==> config.mk <==
export PLATFORM = sky130hd
export DESIGN_NAME = decoder
export DESIGN_NICKNAME = d
export VERILOG_FILES = /design/src/cpu_pkg.sv /design/src/decoder.sv
export VERILOG_INCLUDE_DIRS = /design/src
export SDC_FILE = /design/constraint.sdc
export NUM_CORES = 1
export LEC_CHECK = 0
export ABC_AREA = 1
export BUFFER_PORTS_ARGS = -buffer_cell sky130_fd_sc_hd__buf_2
export CORE_ASPECT_RATIO = 0.9
export CORE_MARGIN = 2
export CORE_UTILIZATION = 40
export DETAILED_ROUTE_END_ITERATION = 10
export PLACE_DENSITY = 0.91
export SETUP_SLACK_MARGIN = 0.3
export SLEW_MARGIN = 20
export SYNTH_ARGS = -nofsm -noshare
export SYNTH_HDL_FRONTEND = slang
export SYNTH_SLANG_ARGS = --single-unit
==> constraint.sdc <==
create_clock -name vclk -period 3.4
set_input_delay 0.68 -clock vclk [all_inputs]
set_output_delay 0.68 -clock vclk [all_outputs]
set_load 0.03 [all_outputs]
==> src/cpu_defines.svh <==
`ifndef CPU_DEFINES_SVH
`define CPU_DEFINES_SVH

// Datapath width
`define XLEN 32

// Memory depths in words
`define IMEM_WORDS 256
`define DMEM_WORDS 256

// First fetch address
`define RESET_PC 32'h0000_0000

// ADDI x0, x0, 0
`define NOP_INSTR 32'h0000_0013

`endif

==> src/cpu_pkg.sv <==
`default_nettype none
`include "cpu_defines.svh"

package cpu_pkg;

  typedef logic [`XLEN-1:0] word_t;
  typedef logic [4:0]       regIdx_t;

  typedef enum logic [3:0] {
    aluAdd, aluSub, aluAnd, aluOr, aluXor,
    aluSlt, aluSll, aluSrl, aluPassB
  } aluOp_t;

  typedef enum logic [1:0] {
    wbSrcAlu, wbSrcMem, wbSrcPcPlus4
  } wbSel_t;

  typedef enum logic [2:0] {
    immI, immS, immB, immU, immJ
  } immSel_t;

  // Operand source in execute
  typedef enum logic [1:0] {
    fwdReg, fwdFromMem, fwdFromWb
  } fwdSel_t;

  // Supported major opcodes
  typedef enum logic [6:0] {
    opLui    = 7'b0110111,
    opJal    = 7'b1101111,
    opBranch = 7'b1100011,
    opLoad   = 7'b0000011,
    opStore  = 7'b0100011,
    opImm    = 7'b0010011,
    opReg    = 7'b0110011
  } opcode_t;

endpackage

`default_nettype wire

==> src/decoder.sv <==
`timescale 1ns/10ps
`default_nettype none

module decoder (
  input  wire cpu_pkg::word_t instr,
  output cpu_pkg::regIdx_t    rs1,
  output cpu_pkg::regIdx_t    rs2,
  output cpu_pkg::regIdx_t    rd,
  output cpu_pkg::word_t      imm,
  output cpu_pkg::aluOp_t     aluOp,
  output logic                aluSrcImm,
  output logic                aluSrcPc,
  output logic                regWrite,
  output logic                memRead,
  output logic                memWrite,
  output cpu_pkg::wbSel_t     wbSel,
  output logic                isBranch,
  output logic                isJump,
  output logic [2:0]          branchFunct
);
  import cpu_pkg::*;

  opcode_t    opcode;
  immSel_t    immSel;
  logic [2:0] funct3;
  logic       useRs1;
  logic       useRs2;

  assign opcode = opcode_t'(instr[6:0]);
  assign funct3 = instr[14:12];

  // Unused source fields read as x0 so they never trigger a stall
  assign rs1 = useRs1 ? instr[19:15] : '0;
  assign rs2 = useRs2 ? instr[24:20] : '0;
  assign rd  = regWrite ? instr[11:7] : '0;
  assign branchFunct = funct3;

  ////////////////////////////////////////
  // Control fields
  ////////////////////////////////////////

  always_comb begin
    immSel    = immI;
    aluOp     = aluAdd;
    aluSrcImm = 1'b0;
    aluSrcPc  = 1'b0;
    regWrite  = 1'b0;
    memRead   = 1'b0;
    memWrite  = 1'b0;
    wbSel     = wbSrcAlu;
    isBranch  = 1'b0;
    isJump    = 1'b0;
    useRs1    = 1'b0;
    useRs2    = 1'b0;
    case (opcode)
      opLui: begin
        immSel    = immU;
        aluOp     = aluPassB;
        aluSrcImm = 1'b1;
        regWrite  = 1'b1;
      end
      opJal: begin
        // ALU forms the target, rd gets pc + 4
        immSel    = immJ;
        aluSrcPc  = 1'b1;
        aluSrcImm = 1'b1;
        regWrite  = 1'b1;
        wbSel     = wbSrcPcPlus4;
        isJump    = 1'b1;
      end
      opBranch: begin
        immSel   = immB;
        isBranch = 1'b1;
        useRs1   = 1'b1;
        useRs2   = 1'b1;
      end
      opLoad: begin
        aluSrcImm = 1'b1;
        regWrite  = 1'b1;
        memRead   = 1'b1;
        wbSel     = wbSrcMem;
        useRs1    = 1'b1;
      end
      opStore: begin
        immSel    = immS;
        aluSrcImm = 1'b1;
        memWrite  = 1'b1;
        useRs1    = 1'b1;
        useRs2    = 1'b1;
      end
      opImm, opReg: begin
        aluSrcImm = (opcode == opImm);
        regWrite  = 1'b1;
        useRs1    = 1'b1;
        useRs2    = (opcode == opReg);
        case (funct3)
          3'b000:  aluOp = (opcode == opReg && instr[30]) ? aluSub : aluAdd;
          3'b001:  aluOp = aluSll;
          3'b010:  aluOp = aluSlt;
          3'b100:  aluOp = aluXor;
          3'b101:  aluOp = aluSrl;
          3'b110:  aluOp = aluOr;
          3'b111:  aluOp = aluAnd;
          default: aluOp = aluAdd;
        endcase
      end
      default: begin
        // Anything else falls through as a bubble
      end
    endcase
  end

  ////////////////////////////////////////
  // Immediate generation
  ////////////////////////////////////////

  always_comb begin
    case (immSel)
      immS:    imm = {{20{instr[31]}}, instr[31:25], instr[11:7]};
      immB:    imm = {{19{instr[31]}}, instr[31], instr[7], instr[30:25], instr[11:8], 1'b0};
      immU:    imm = {instr[31:12], 12'b0};
      immJ:    imm = {{11{instr[31]}}, instr[31], instr[19:12], instr[20], instr[30:21], 1'b0};
      default: imm = {{20{instr[31]}}, instr[31:20]};
    endcase
  end

endmodule

`default_nettype wire

# Yosys cells after proc, flatten, opt, wreduce, memory -nomap -nowiden
# Cells that the tools add are included.
classes:
  reduce_logical: 7
  n_mux: 17
  eq_ne: 17
op_table:
  columns: ["cell", "n"]
  rows:
  - ["$pmux W31 S4", 1]
  - ["$eq A7 B6 Y1 const B", 3]
  - ["$pmux W3 S7", 1]
  - ["$eq A3 B3 Y1 const B", 5]
  - ["$mux W5", 3]
  - ["$eq A7 B7 Y1 const B", 2]
  - ["$pmux W3 S4", 1]
  - ["$reduce_or A5 Y1", 2]
  - ["$eq A3 B2 Y1 const B", 3]
  - ["$pmux W4 S2", 1]
  - ["$eq A7 B2 Y1 const B", 1]
  - ["$eq A7 B5 Y1 const B", 1]
  - ["$mux W1", 7]
  - ["$eq A3 B1 Y1 const B", 2]
  - ["$pmux W1 S2", 2]
  - ["$pmux W2 S2", 1]
  - ["$reduce_or A2 Y1", 2]
  - ["$reduce_or A4 Y1", 1]
  - ["$logic_not A3 Y1", 1]
  - ["$logic_and A1 B1 Y1", 1]
totals:
  inputBits: 32
  wordCells: 41
  out_inout_bits: 63
  reg_bits: 0

# Logic depth before layout (Yosys ltp)
# Gate-level depths: netlist of the first run.
depth:
  word_depth: 5
  depth_mapped: 8
  mapped_depth_nobuf: 7

# Worst setup path before layout of the first run
# Ideal clock, no wire load.
synth_timing:
  kind: "input port to output port"
  start: "input instr[3]"
  end: "output imm[0]"
  path_stages: 7
  path_buffers: 0
  arrival_time_ps: 2021
  path_slack_ps: 699
  required_time_ps: 2720
  path_cell_list: "inv_1 -> nand2_1 -> nor2_4 -> nand2_4 -> nor2_1 -> nand2_1 -> o21ai_0"
synth_via:
  elab_chain_cells: 4
  word_cells_on_any_way: 10
  cone_classes: "eq/ne (8); mux (2)"
synth_lines:
  columns: ["element", "line", "text"]
  rows:
  - ["from (decl)", "decoder.sv:5", "input wire cpu_pkg::word_t instr,"]
  - ["$eq A7 B6 Y1 or $eq A7 B7 Y1 (tied branches)", "decoder.sv:55", "case (opcode)"]
  - ["$pmux W3 S4 (*)", "decoder.sv:55", null]
  - ["$eq A3 B3 Y1 (tied with other cells)", "decoder.sv:118", "case (immSel)"]
  - ["$pmux W31 S4 (*)", "decoder.sv:118", null]
  - ["to (decl)", "decoder.sv:9", "output cpu_pkg::word_t imm,"]
# Every way passes the cells marked *; elsewhere a longest branch is shown, timed or not.

# Worst setup path in the final report of the first run
layout_timing:
  start: "input instr[4]"
  end: "output rs1[4]"
layout_via:
  elab_chain_cells: 4
  word_cells_on_any_way: 8
  cone_classes: "eq/ne (5); mux (2); reduce/logical (1)"
layout_lines:
  columns: ["element", "line", "text"]
  rows:
  - ["$eq A7 B5 Y1 (tied with other cells)", "decoder.sv:55", null]
  - ["$reduce_or A5 Y1 (no source line) (*)", null, null]
  - ["$mux W1 (*)", "decoder.sv:55", null]
  - ["$mux W5 (*)", "decoder.sv:33", "assign rs1 = useRs1 ? instr[19:15] : '0;"]
  - ["to (decl)", "decoder.sv:6", "output cpu_pkg::regIdx_t rs1,"]
# Marked as above.

==> flow_metrics.env, run 1 <==
export IMPL_ys_top_cells_by_count="nand2_1, nor2_1, inv_1"
export IMPL_die_w_um=53.5
export IMPL_core_um2=2120
export IMPL_worstSetupEndpointType="primary output"
export IMPL_vias_per_cell=4.76
export IMPL_crit_type="input port to primary output"
export IMPL_vias=1432
export IMPL_grtUsageTotal=0.214
export IMPL_die_area_um2=2590
export IMPL_hold_depth=2
export IMPL_synth_area_per_cell_um2=4.69
export IMPL_yosysTopAreaCellShare=0.217
export IMPL_routed_wirelength_um=2930
export IMPL_final_fill_count=237
export IMPL_crit_slowest_cell="o21ai_0"
export IMPL_synth_top_area_cell="nand2_1"
export IMPL_drt_iter0_drc=15
export IMPL_multi_input_area_um2=664
export IMPL_setup_slack_ps=789
export IMPL_ys_types=21
export IMPL_cts_hold_fix_buffers=0
export IMPL_gp_congestion=0.843
export IMPL_hpwl_um=2480
export IMPL_status="complete, no violations"
export IMPL_syn_num_nets=220
export IMPL_ys_seq_area_frac=0
export IMPL_grt_max_degree=15
export IMPL_path_max_fanout=5
export IMPL_peakVddDrop_v=0.0000845
export IMPL_dieHeight_um=48.5
export IMPL_fin_crit_sh=0.768
export IMPL_grt_setup_unrepaired="no"
export IMPL_cts_repair_resized=0
export IMPL_pre_cts_ws_ps=807
export IMPL_pin_count=95
export IMPL_synth_most_common_cell="nand2_1"
export IMPL_n_clock_buffer=0
export IMPL_slew_headroom=0.567
export IMPL_grt_pass1_vias=1218
export IMPL_synthTopCellsByArea="nand2_1, nor2_1, inv_1"
export IMPL_n_antenna_cell=0
export IMPL_post_route_min_period_ps=2610
export IMPL_hold_path_class="input port to primary output"
export IMPL_nFlopsAndLatches=0
export IMPL_power_density_nw_per_um2=123
export IMPL_antenna_left=0
export IMPL_crit_start="instr[4]"
export IMPL_grt_overflow=0
export IMPL_max_freq_ghz=0.383
export IMPL_wire_per_inst_um=9.74
export IMPL_grt_pass1_wl_um=4520
export IMPL_netlist_instances=188
export IMPL_cpPeakStageDelay_ps=540
export IMPL_yosys_warnings=0
export IMPL_setup_tns_ps=0
export IMPL_worstPathCellList="buf_2, inv_1, nand2_1, inv_1, o21ai_0, nor2_1, buf_2"
export IMPL_maxCapViolations=0
export IMPL_slew_violations=0
export IMPL_whs_ps=1650
export IMPL_antenna_found_initial=0
export IMPL_required_ps=2720
export IMPL_drc=0
export IMPL_area_delta_synth_final_pct=49.9
export IMPL_syn_cell_area_um2=881
export IMPL_seqCellArea_um2=0
export IMPL_arrival_ps=1930
export IMPL_port_buffers=95
export IMPL_crit_end="rs1[4]"
export IMPL_startpoint_type="input port"
export IMPL_rows=16
export IMPL_fin_nets=308
export IMPL_total_power_uw=162
export IMPL_tightest_slew_ps=643
export IMPL_final_layout_size_suffix_gt1_frac=0.412
export IMPL_first_pass_iters=7
export IMPL_hold_violations=0
export IMPL_leakage_uw=0.00101
export IMPL_final_util=0.622
export IMPL_initial_utilization=0.415
export IMPL_cts_setup_buffers=0
export IMPL_setup_viol=0
-- power breakdown --
| group | switching [uW] | internal [uW] | total, uW |
|---|---|---|---|
| registers | 0 | 0 | 0 |
| logic | 115 | 47.6 | 162 |
| clock network | 0 | 0 | 0 |
-- how the worst min path moves through the flow --
stage,startpoint,endpoint,slack (ps)
3_5_place_dp,instr[14],branchFunct[2],1650
6_report,instr[14],branchFunct[2],1650
5_1_grt,instr[14],branchFunct[2],1660
4_1_cts,instr[14],branchFunct[2],1650
2_1_floorplan,instr[6],memWrite,1490
3_3_place_gp,instr[14],branchFunct[2],1650
-- worst max-delay path: cells and delay by family --
kind	cells	cell delay, ps
buffers and inverters	4	470
and+or+nand+nor	2	240
AOI/OAI and AO/OA	1	540
-- cells by family after synthesis --
logic type             count (synthesis)  share of synthesized area
buffers and inverters                 46                      0.246
AO/OA/AOI/OAI                         12                     0.0824
AND/OR/NAND/NOR                      130                      0.672
-- per-layer routing --
layer | global-route usage | routed length, um
met2 | 0.407 | 1430
met3 | 0.0123 | 276
met4 | 0.0256 | 0
met5 | 0 | 0
met1 | 0.258 | 1220
-- through the flow --
| stage | area, um2 | cells |
|---|---|---|
| after global routing | 1320 | 301 |
| after detailed placement | 1320 | 301 |
| final | 1320 | 301 |
| after CTS | 1320 | 301 |
| after global placement | 1320 | 301 |
| after floorplan | 881 | 188 |
-- layout make-up --
type,count,area share
timing repair buffer,97,0.372
multi-input combinational,142,0.503
tap,27,0.0256
inverter,35,0.0995
-- cell usage in the layout, fill, tap and decap left out --
master    netlist  routed
nor2_4          3       3
nand3_2         2       2
a211oi_1        2       2
nand2_2         3       3
nand4_2         1       1
inv_1          33      33
inv_2           2       2
o21a_1          1       1
a21oi_1         1       1
buf_4           7       2
nand2_4         2       2
o21ai_0         4       4
nor3_1          2       2
o22ai_1         4       4
nor2_1         42      42
nor2_2          3       3
buf_2           2      95
nand2_1        51      51
nand3_1        20      20
nand4_1         1       1
No activity file was read; power rests on OpenSTA's default activity.
==> run 2, diff against run 1 <==
--- a/config.mk
+++ b/config.mk
@@ -10,9 +10,9 @@
 export BUFFER_PORTS_ARGS = -buffer_cell sky130_fd_sc_hd__buf_2
 export CORE_ASPECT_RATIO = 0.9
 export CORE_MARGIN = 2
-export CORE_UTILIZATION = 40
+export CORE_UTILIZATION = 33
 export DETAILED_ROUTE_END_ITERATION = 10
-export PLACE_DENSITY = 0.91
+export PLACE_DENSITY = 0.8
 export SETUP_SLACK_MARGIN = 0.3
 export SLEW_MARGIN = 20
 export SYNTH_ARGS = -nofsm -noshare
==> constraint.sdc (replaced) <==
create_clock -name vclk -period 2.1
set_input_delay 0.42 -clock vclk [all_inputs]
set_output_delay 0.42 -clock vclk [all_outputs]
set_load 0.03 [all_outputs]
==> flow_metrics.env, run 2 (synthesis gave the netlist of run 1 again) <==
export IMPL_final_fill_count=133
export IMPL_power_frac_comb=1.000
export IMPL_drt_iter0_drc=81
export IMPL_n_antenna_cell=0
export IMPL_crit_slowest_cell="nor2_4"
export IMPL_hold_violations=0
export IMPL_antenna_left=0
export IMPL_rows=17
export IMPL_gp_congestion=0.842
export IMPL_setup_viol=0
export IMPL_area_delta_synth_final_pct=137
export IMPL_multi_input_area_um2=943
export IMPL_final_layout_size_suffix_gt1_frac=0.581
export IMPL_status="complete, no violations"
export IMPL_grt_overflow=0
export IMPL_crit_type="input port to primary output"
export IMPL_slew_violations=0
export IMPL_max_freq_ghz=0.517
export IMPL_initial_utilization=0.354
export IMPL_power_density_nw_per_um2=195
export IMPL_hold_path_class="input port to primary output"
export IMPL_vias=1702
export IMPL_holdPathEnd="branchFunct[2]"
export IMPL_tightest_slew_ps=403
export IMPL_fin_nets=330
export IMPL_grt_setup_unrepaired="yes"
export IMPL_slew_headroom=0.729
export IMPL_antenna_found_initial=0
export IMPL_n_clock_buffer=0
export IMPL_path_max_fanout=8
export IMPL_peakVddDrop_v=0.000166
export IMPL_dpl_instance_area_um2=1390
export IMPL_cts_hold_fix_buffers=0
export IMPL_final_cell_mix="nand2_1, buf_6, buf_2, buf_4, nor2_1"
export IMPL_setup_tns_ps=0
export IMPL_grtUsageTotal=0.266
export IMPL_die_area_um2=3100
export IMPL_clkPwrFrac=0
export IMPL_required_ps=1680
export IMPL_leakage_uw=0.00124
export IMPL_p_sw_uw=243
export IMPL_pin_count=95
export IMPL_die_w_um=58.5
export IMPL_port_buffers=95
export IMPL_startpoint_type="input port"
export IMPL_grt_pass1_wl_um=6530
export IMPL_drc=0
export IMPL_dieHeight_um=53.0
export IMPL_hp_start="instr[14]"
export IMPL_seqCellArea_um2=0
export IMPL_pwr_share_seq=0
export IMPL_nFlopsAndLatches=0
export IMPL_arrival_ps=1510
export IMPL_worstSetupEndpointType="primary output"
export IMPL_final_area_um2=2090
export IMPL_cpPeakStageDelay_ps=170
export IMPL_wire_per_inst_um=15.2
export IMPL_grt_pass1_vias=1502
export IMPL_vias_per_cell=5.25
export IMPL_hold_depth=2
export IMPL_maxCapViolations=0
export IMPL_whs_ps=1140
export IMPL_pre_cts_ws_ps=92.8
export IMPL_worstPathCellList="buf_6, nand2_8, buf_12, nor2_4, nand2_4, nand2_4, nand2_1, nand2_1, buf_6"
export IMPL_first_pass_iters=5
export IMPL_p_int_uw=165
export IMPL_hpwl_um=2610
export IMPL_p_sw_frac=0.596
export IMPL_post_route_min_period_ps=1930
export IMPL_grt_max_degree=12
export IMPL_setup_slack_ps=165
export IMPL_layout_commonest_cell="nand2_1"
export IMPL_fin_crit_sh=0.921
export IMPL_core_um2=2490
export IMPL_routed_wirelength_um=4920
run 2: changes by cell type in the layout (fill, tap and decap cells not counted), sizes merged:
cell	change
buf	+17
clkbuf	+2
nor2	+1
nand2	+1
nand4	+1
run 2: stage by stage:
step / std cells / total power [uW] / util
6_report: 324 / 408 / 0.839
5_1_grt: 324 / 426 / 0.839
4_1_cts: 319 / 369 / 0.773
3_5_place_dp: 306 / 269 / 0.557
3_3_place_gp: 306 / 267 / 0.557
2_1_floorplan: 188 / 179 / -
run 2: power by group through the flow:
stage | sequential (uW) | combinational [uW] | clock (uW)
3_3_place_gp | 0 | 267 | 0
6_report | 0 | 408 | 0
2_1_floorplan | 0 | 179 | 0
3_5_place_dp | 0 | 269 | 0
5_1_grt | 0 | 426 | 0
4_1_cts | 0 | 369 | 0
run 2: critical path, delay by kind of cell:
kind	cells	cell delay, ps
buf+inv	3	350
simple gates	6	730
run 2: metal layers:
metal  wire (um)  global-route usage  vias up
met5           0                   0        -
met4         116              0.0659        0
met3         436              0.0269       14
met2        2660               0.496      119
met1        1700               0.322      775
li1            -                   -      794
run 2: final cells by class:
cell class         count  share of cell area
repair buffers       116               0.459
well taps             28              0.0168
multi-input cells    145               0.452
inverters             35              0.0725
run 2: worst max path at each step:
stage / end / slack (ps) / depth (start not counted) / start
after global placement: imm[11] / 100 / 8 / instr[4]
after global routing: imm[20] / 120 / 9 / instr[3]
after detailed placement: rs2[0] / 90 / 7 / instr[4]
final: imm[14] / 170 / 9 / instr[1]
after CTS: imm[25] / 250 / 9 / instr[2]
after floorplan: aluOp[1] / 210 / 4 / instr[4]
run 2: repair_timing:
item	4_1_cts	5_1_grt
endpoints found under the hold margin	0	0
gates cloned	3	1
endpoints found under the setup margin	50	54
buffers inserted	10	4
gates resized for setup	130	34
pin swaps	30	19
==> run 3, diff against run 2 <==
--- a/config.mk
+++ b/config.mk
@@ -10,9 +10,9 @@
 export BUFFER_PORTS_ARGS = -buffer_cell sky130_fd_sc_hd__buf_2
 export CORE_ASPECT_RATIO = 0.9
 export CORE_MARGIN = 2
-export CORE_UTILIZATION = 33
+export CORE_UTILIZATION = 37
 export DETAILED_ROUTE_END_ITERATION = 10
-export PLACE_DENSITY = 0.8
+export PLACE_DENSITY = 0.85
 export SETUP_SLACK_MARGIN = 0.3
 export SLEW_MARGIN = 20
 export SYNTH_ARGS = -nofsm -noshare
==> constraint.sdc (replaced) <==
create_clock -name vclk -period 1.9
set_input_delay 0.38 -clock vclk [all_inputs]
set_output_delay 0.38 -clock vclk [all_outputs]
set_load 0.02 [all_outputs]
==> flow_metrics.env, run 3 <==
export IMPL_port_buffers=95
export IMPL_synthTopCellsByArea="nand2_1, nor2_1, inv_1"
export IMPL_synth_area_per_cell_um2=4.69
export IMPL_tool_error="[ERROR DPL-0038] Utilization greater than 100%, impossible to legalize"
export IMPL_netlist_instances=188
export IMPL_gp_congestion=0.855
export IMPL_pre_cts_ws_ps=-54.1
export IMPL_ys_types=21
export IMPL_synth_most_common_cell="nand2_1"
export IMPL_yosys_warnings=0
export IMPL_syn_cell_area_um2=881
export IMPL_grt_worst_endpoint="imm[22]"
export IMPL_initial_utilization=0.396
export IMPL_syn_num_nets=220
export IMPL_synth_top_area_cell="nand2_1"
export IMPL_dieHeight_um=50.3
export IMPL_synth_compound_area_frac=0.0824
export IMPL_worstEndpointType="output port"
export IMPL_grt_max_degree=12
export IMPL_dp_cells=306
export IMPL_hpwl_um=2500
export IMPL_flow_stopped_at="5_1_grt"
export IMPL_ys_seq_area_frac=0
export IMPL_synth_adder_area_share=0
export IMPL_synthMuxAreaShare=0
export IMPL_rows=16
export IMPL_synth_top_family_by_area="simple AND/OR/NAND/NOR gates"
export IMPL_yosysTopAreaCellShare=0.217
export IMPL_synth_simple_gate_area_frac=0.672
export IMPL_status="aborted with a tool error"
export IMPL_synthXorXnorAreaFrac=0
export IMPL_cts_hold_fix_buffers=0
export IMPL_ys_top_cells_by_count="nand2_1, nor2_1, inv_1"
export IMPL_pin_count=95
export IMPL_die_w_um=55.4
==> run 3: cell counts after synthesis <==
Identical to the previous run, type by type.
==> run 3: stage by stage <==
step,instance area (um2),setup TNS (ps)
floorplan,896,0
global placement,1390,-97.5
detailed placement,1390,-230
CTS,1790,0
==> run 3: kinds of logic after synthesis <==
kind of cell | count (synthesis)
buf+inv | 46
compound gates | 12
simple gates | 130
==> run 3: timing repair <==
action,CTS
pin swaps,17
cloned,2
gates resized for setup,95
setup buffers,8
setup endpoints to repair,51
hold endpoints to repair,0
==> run 4, diff against run 3 <==
--- a/config.mk
+++ b/config.mk
@@ -8,12 +8,10 @@
 export LEC_CHECK = 0
 export ABC_AREA = 1
 export BUFFER_PORTS_ARGS = -buffer_cell sky130_fd_sc_hd__buf_2
-export CORE_ASPECT_RATIO = 0.9
-export CORE_MARGIN = 2
-export CORE_UTILIZATION = 37
+export CORE_AREA = 2 2 63 65
 export DETAILED_ROUTE_END_ITERATION = 10
-export PLACE_DENSITY = 0.85
-export SETUP_SLACK_MARGIN = 0.3
+export DIE_AREA = 0 0 65 67
+export PLACE_DENSITY_LB_ADDON = 0.15
 export SLEW_MARGIN = 20
 export SYNTH_ARGS = -nofsm -noshare
 export SYNTH_HDL_FRONTEND = slang
==> flow_metrics.env, run 4 (synthesis gave the netlist of run 1 again) <==
export IMPL_die_w_um=65
export IMPL_rows=22
export IMPL_whs_ps=1040
export IMPL_cp_depth=9
export IMPL_core_um2=3610
export IMPL_pre_cts_ws_ps=-10.1
export IMPL_required_ps=1520
export IMPL_cts_hold_fix_buffers=0
export IMPL_wire_per_inst_um=10.6
export IMPL_drc=0
export IMPL_hold_depth=2
export IMPL_port_buffers=95
export IMPL_nFlopsAndLatches=0
export IMPL_antenna_left=0
export IMPL_grt_setup_unrepaired="yes"
export IMPL_grt_max_degree=13
export IMPL_peakVddDrop_v=0.0000818
export IMPL_gp_congestion=0.815
export IMPL_final_fill_count=426
export IMPL_antenna_found_initial=0
export IMPL_n_antenna_cell=0
export IMPL_layout_commonest_cell="buf_2"
export IMPL_setup_viol=0
export IMPL_seqCellArea_um2=0
export IMPL_worst_path_buf_inv=3
export IMPL_grtUsageTotal=0.137
export IMPL_die_area_um2=4360
export IMPL_grt_overflow=0
export IMPL_worstSetupEndpointType="primary output"
export IMPL_initial_utilization=0.244
export IMPL_slew_violations=0
export IMPL_crit_slowest_cell="nor2_4"
export IMPL_crit_start="instr[3]"
export IMPL_worstPathCellList="buf_6, inv_4, nand2_2, nor2_4, nand2_4, nor2_4, nor2_1, nand2_1, buf_6"
export IMPL_hold_path_class="input port to primary output"
export IMPL_maxCapViolations=0
export IMPL_n_clock_buffer=0
export IMPL_dp_cells=329
export IMPL_power_density_nw_per_um2=186
export IMPL_critPathTopFamily="simple AND/OR/NAND/NOR gates"
export IMPL_slew_headroom=0.719
export IMPL_area_delta_synth_final_pct=86.6
export IMPL_grt_pass1_vias=1189
export IMPL_vias_per_cell=4.32
export IMPL_leakage_uw=0.00113
export IMPL_fin_nets=321
export IMPL_setup_slack_ps=72.7
export IMPL_cpPeakStageDelay_ps=210
export IMPL_routed_wirelength_um=3540
export IMPL_drt_iter0_drc=42
export IMPL_first_pass_iters=4
export IMPL_final_cell_mix="buf_2, nand2_1, nor2_1, inv_1"
export IMPL_dieHeight_um=67
export IMPL_fin_crit_sh=0.962
export IMPL_crit_type="input port to primary output"
export IMPL_final_layout_size_suffix_gt1_frac=0.477
export IMPL_layout_cells_non_filler=335
export IMPL_path_max_fanout=6
export IMPL_startpoint_type="input port"
export IMPL_tightest_slew_ps=419
export IMPL_vias=1447
export IMPL_pin_count=95
export IMPL_crit_end="imm[30]"
export IMPL_hpwl_um=2660
export IMPL_arrival_ps=1450
export IMPL_multi_input_area_um2=781
export IMPL_grt_pass1_wl_um=5020
export IMPL_hold_violations=0
export IMPL_status="complete, no violations"
export IMPL_post_route_min_period_ps=1830
export IMPL_max_freq_ghz=0.547
export IMPL_final_util=0.456
## run 4: power breakdown
| group | internal, uW | switching, uW | leakage, uW |
|---|---|---|---|
| Combinational | 121 | 185 | 0.00113 |
| Clock | 0 | 0 | 0 |
| Sequential | 0 | 0 | 0 |
| Total | 121 | 185 | 0.00113 |
## run 4: cell type report
class	count	area share
Inverter	35	0.0814
Timing Repair Buffer	108	0.407
Tap cell	48	0.0365
Multi-Input combinational cell	144	0.475
## run 4: per-stage QoR
step                total power [uW]  TNS, ps  area (um2)
finish                           306        0        1640
global route                     331    -89.6        1640
CTS                              263    -1.71        1420
detailed placement               260    -19.4        1400
global placement                 260    -5.21        1400
floorplan                        154        0         881
## run 4: worst min-delay path by stage
stage / startpoint / endpoint / slack [ps]
floorplan: instr[6] / memWrite / 850
global placement: instr[14] / branchFunct[2] / 1040
detailed placement: instr[14] / branchFunct[2] / 1040
CTS: instr[14] / branchFunct[2] / 1040
global route: instr[14] / branchFunct[2] / 1040
finish: instr[14] / branchFunct[2] / 1040
## run 4: what timing repair did
| item | 4_1_cts | 5_1_grt |
|---|---|---|
| gates resized for setup | 3 | 54 |
| gates cloned | 0 | 2 |
| endpoints found under the hold margin | 0 | 0 |
| setup buffers | 0 | 4 |
| setup endpoints to repair | 5 | 42 |
| pin swaps | 0 | 10 |
## run 4: per-layer routing
layer	up-vias	wire [um]	GRT usage
li1	771	-	-
met5	-	0	0
met4	0	0	0
met2	61	1700	0.244
met1	615	1570	0.194
met3	0	264	0.00676
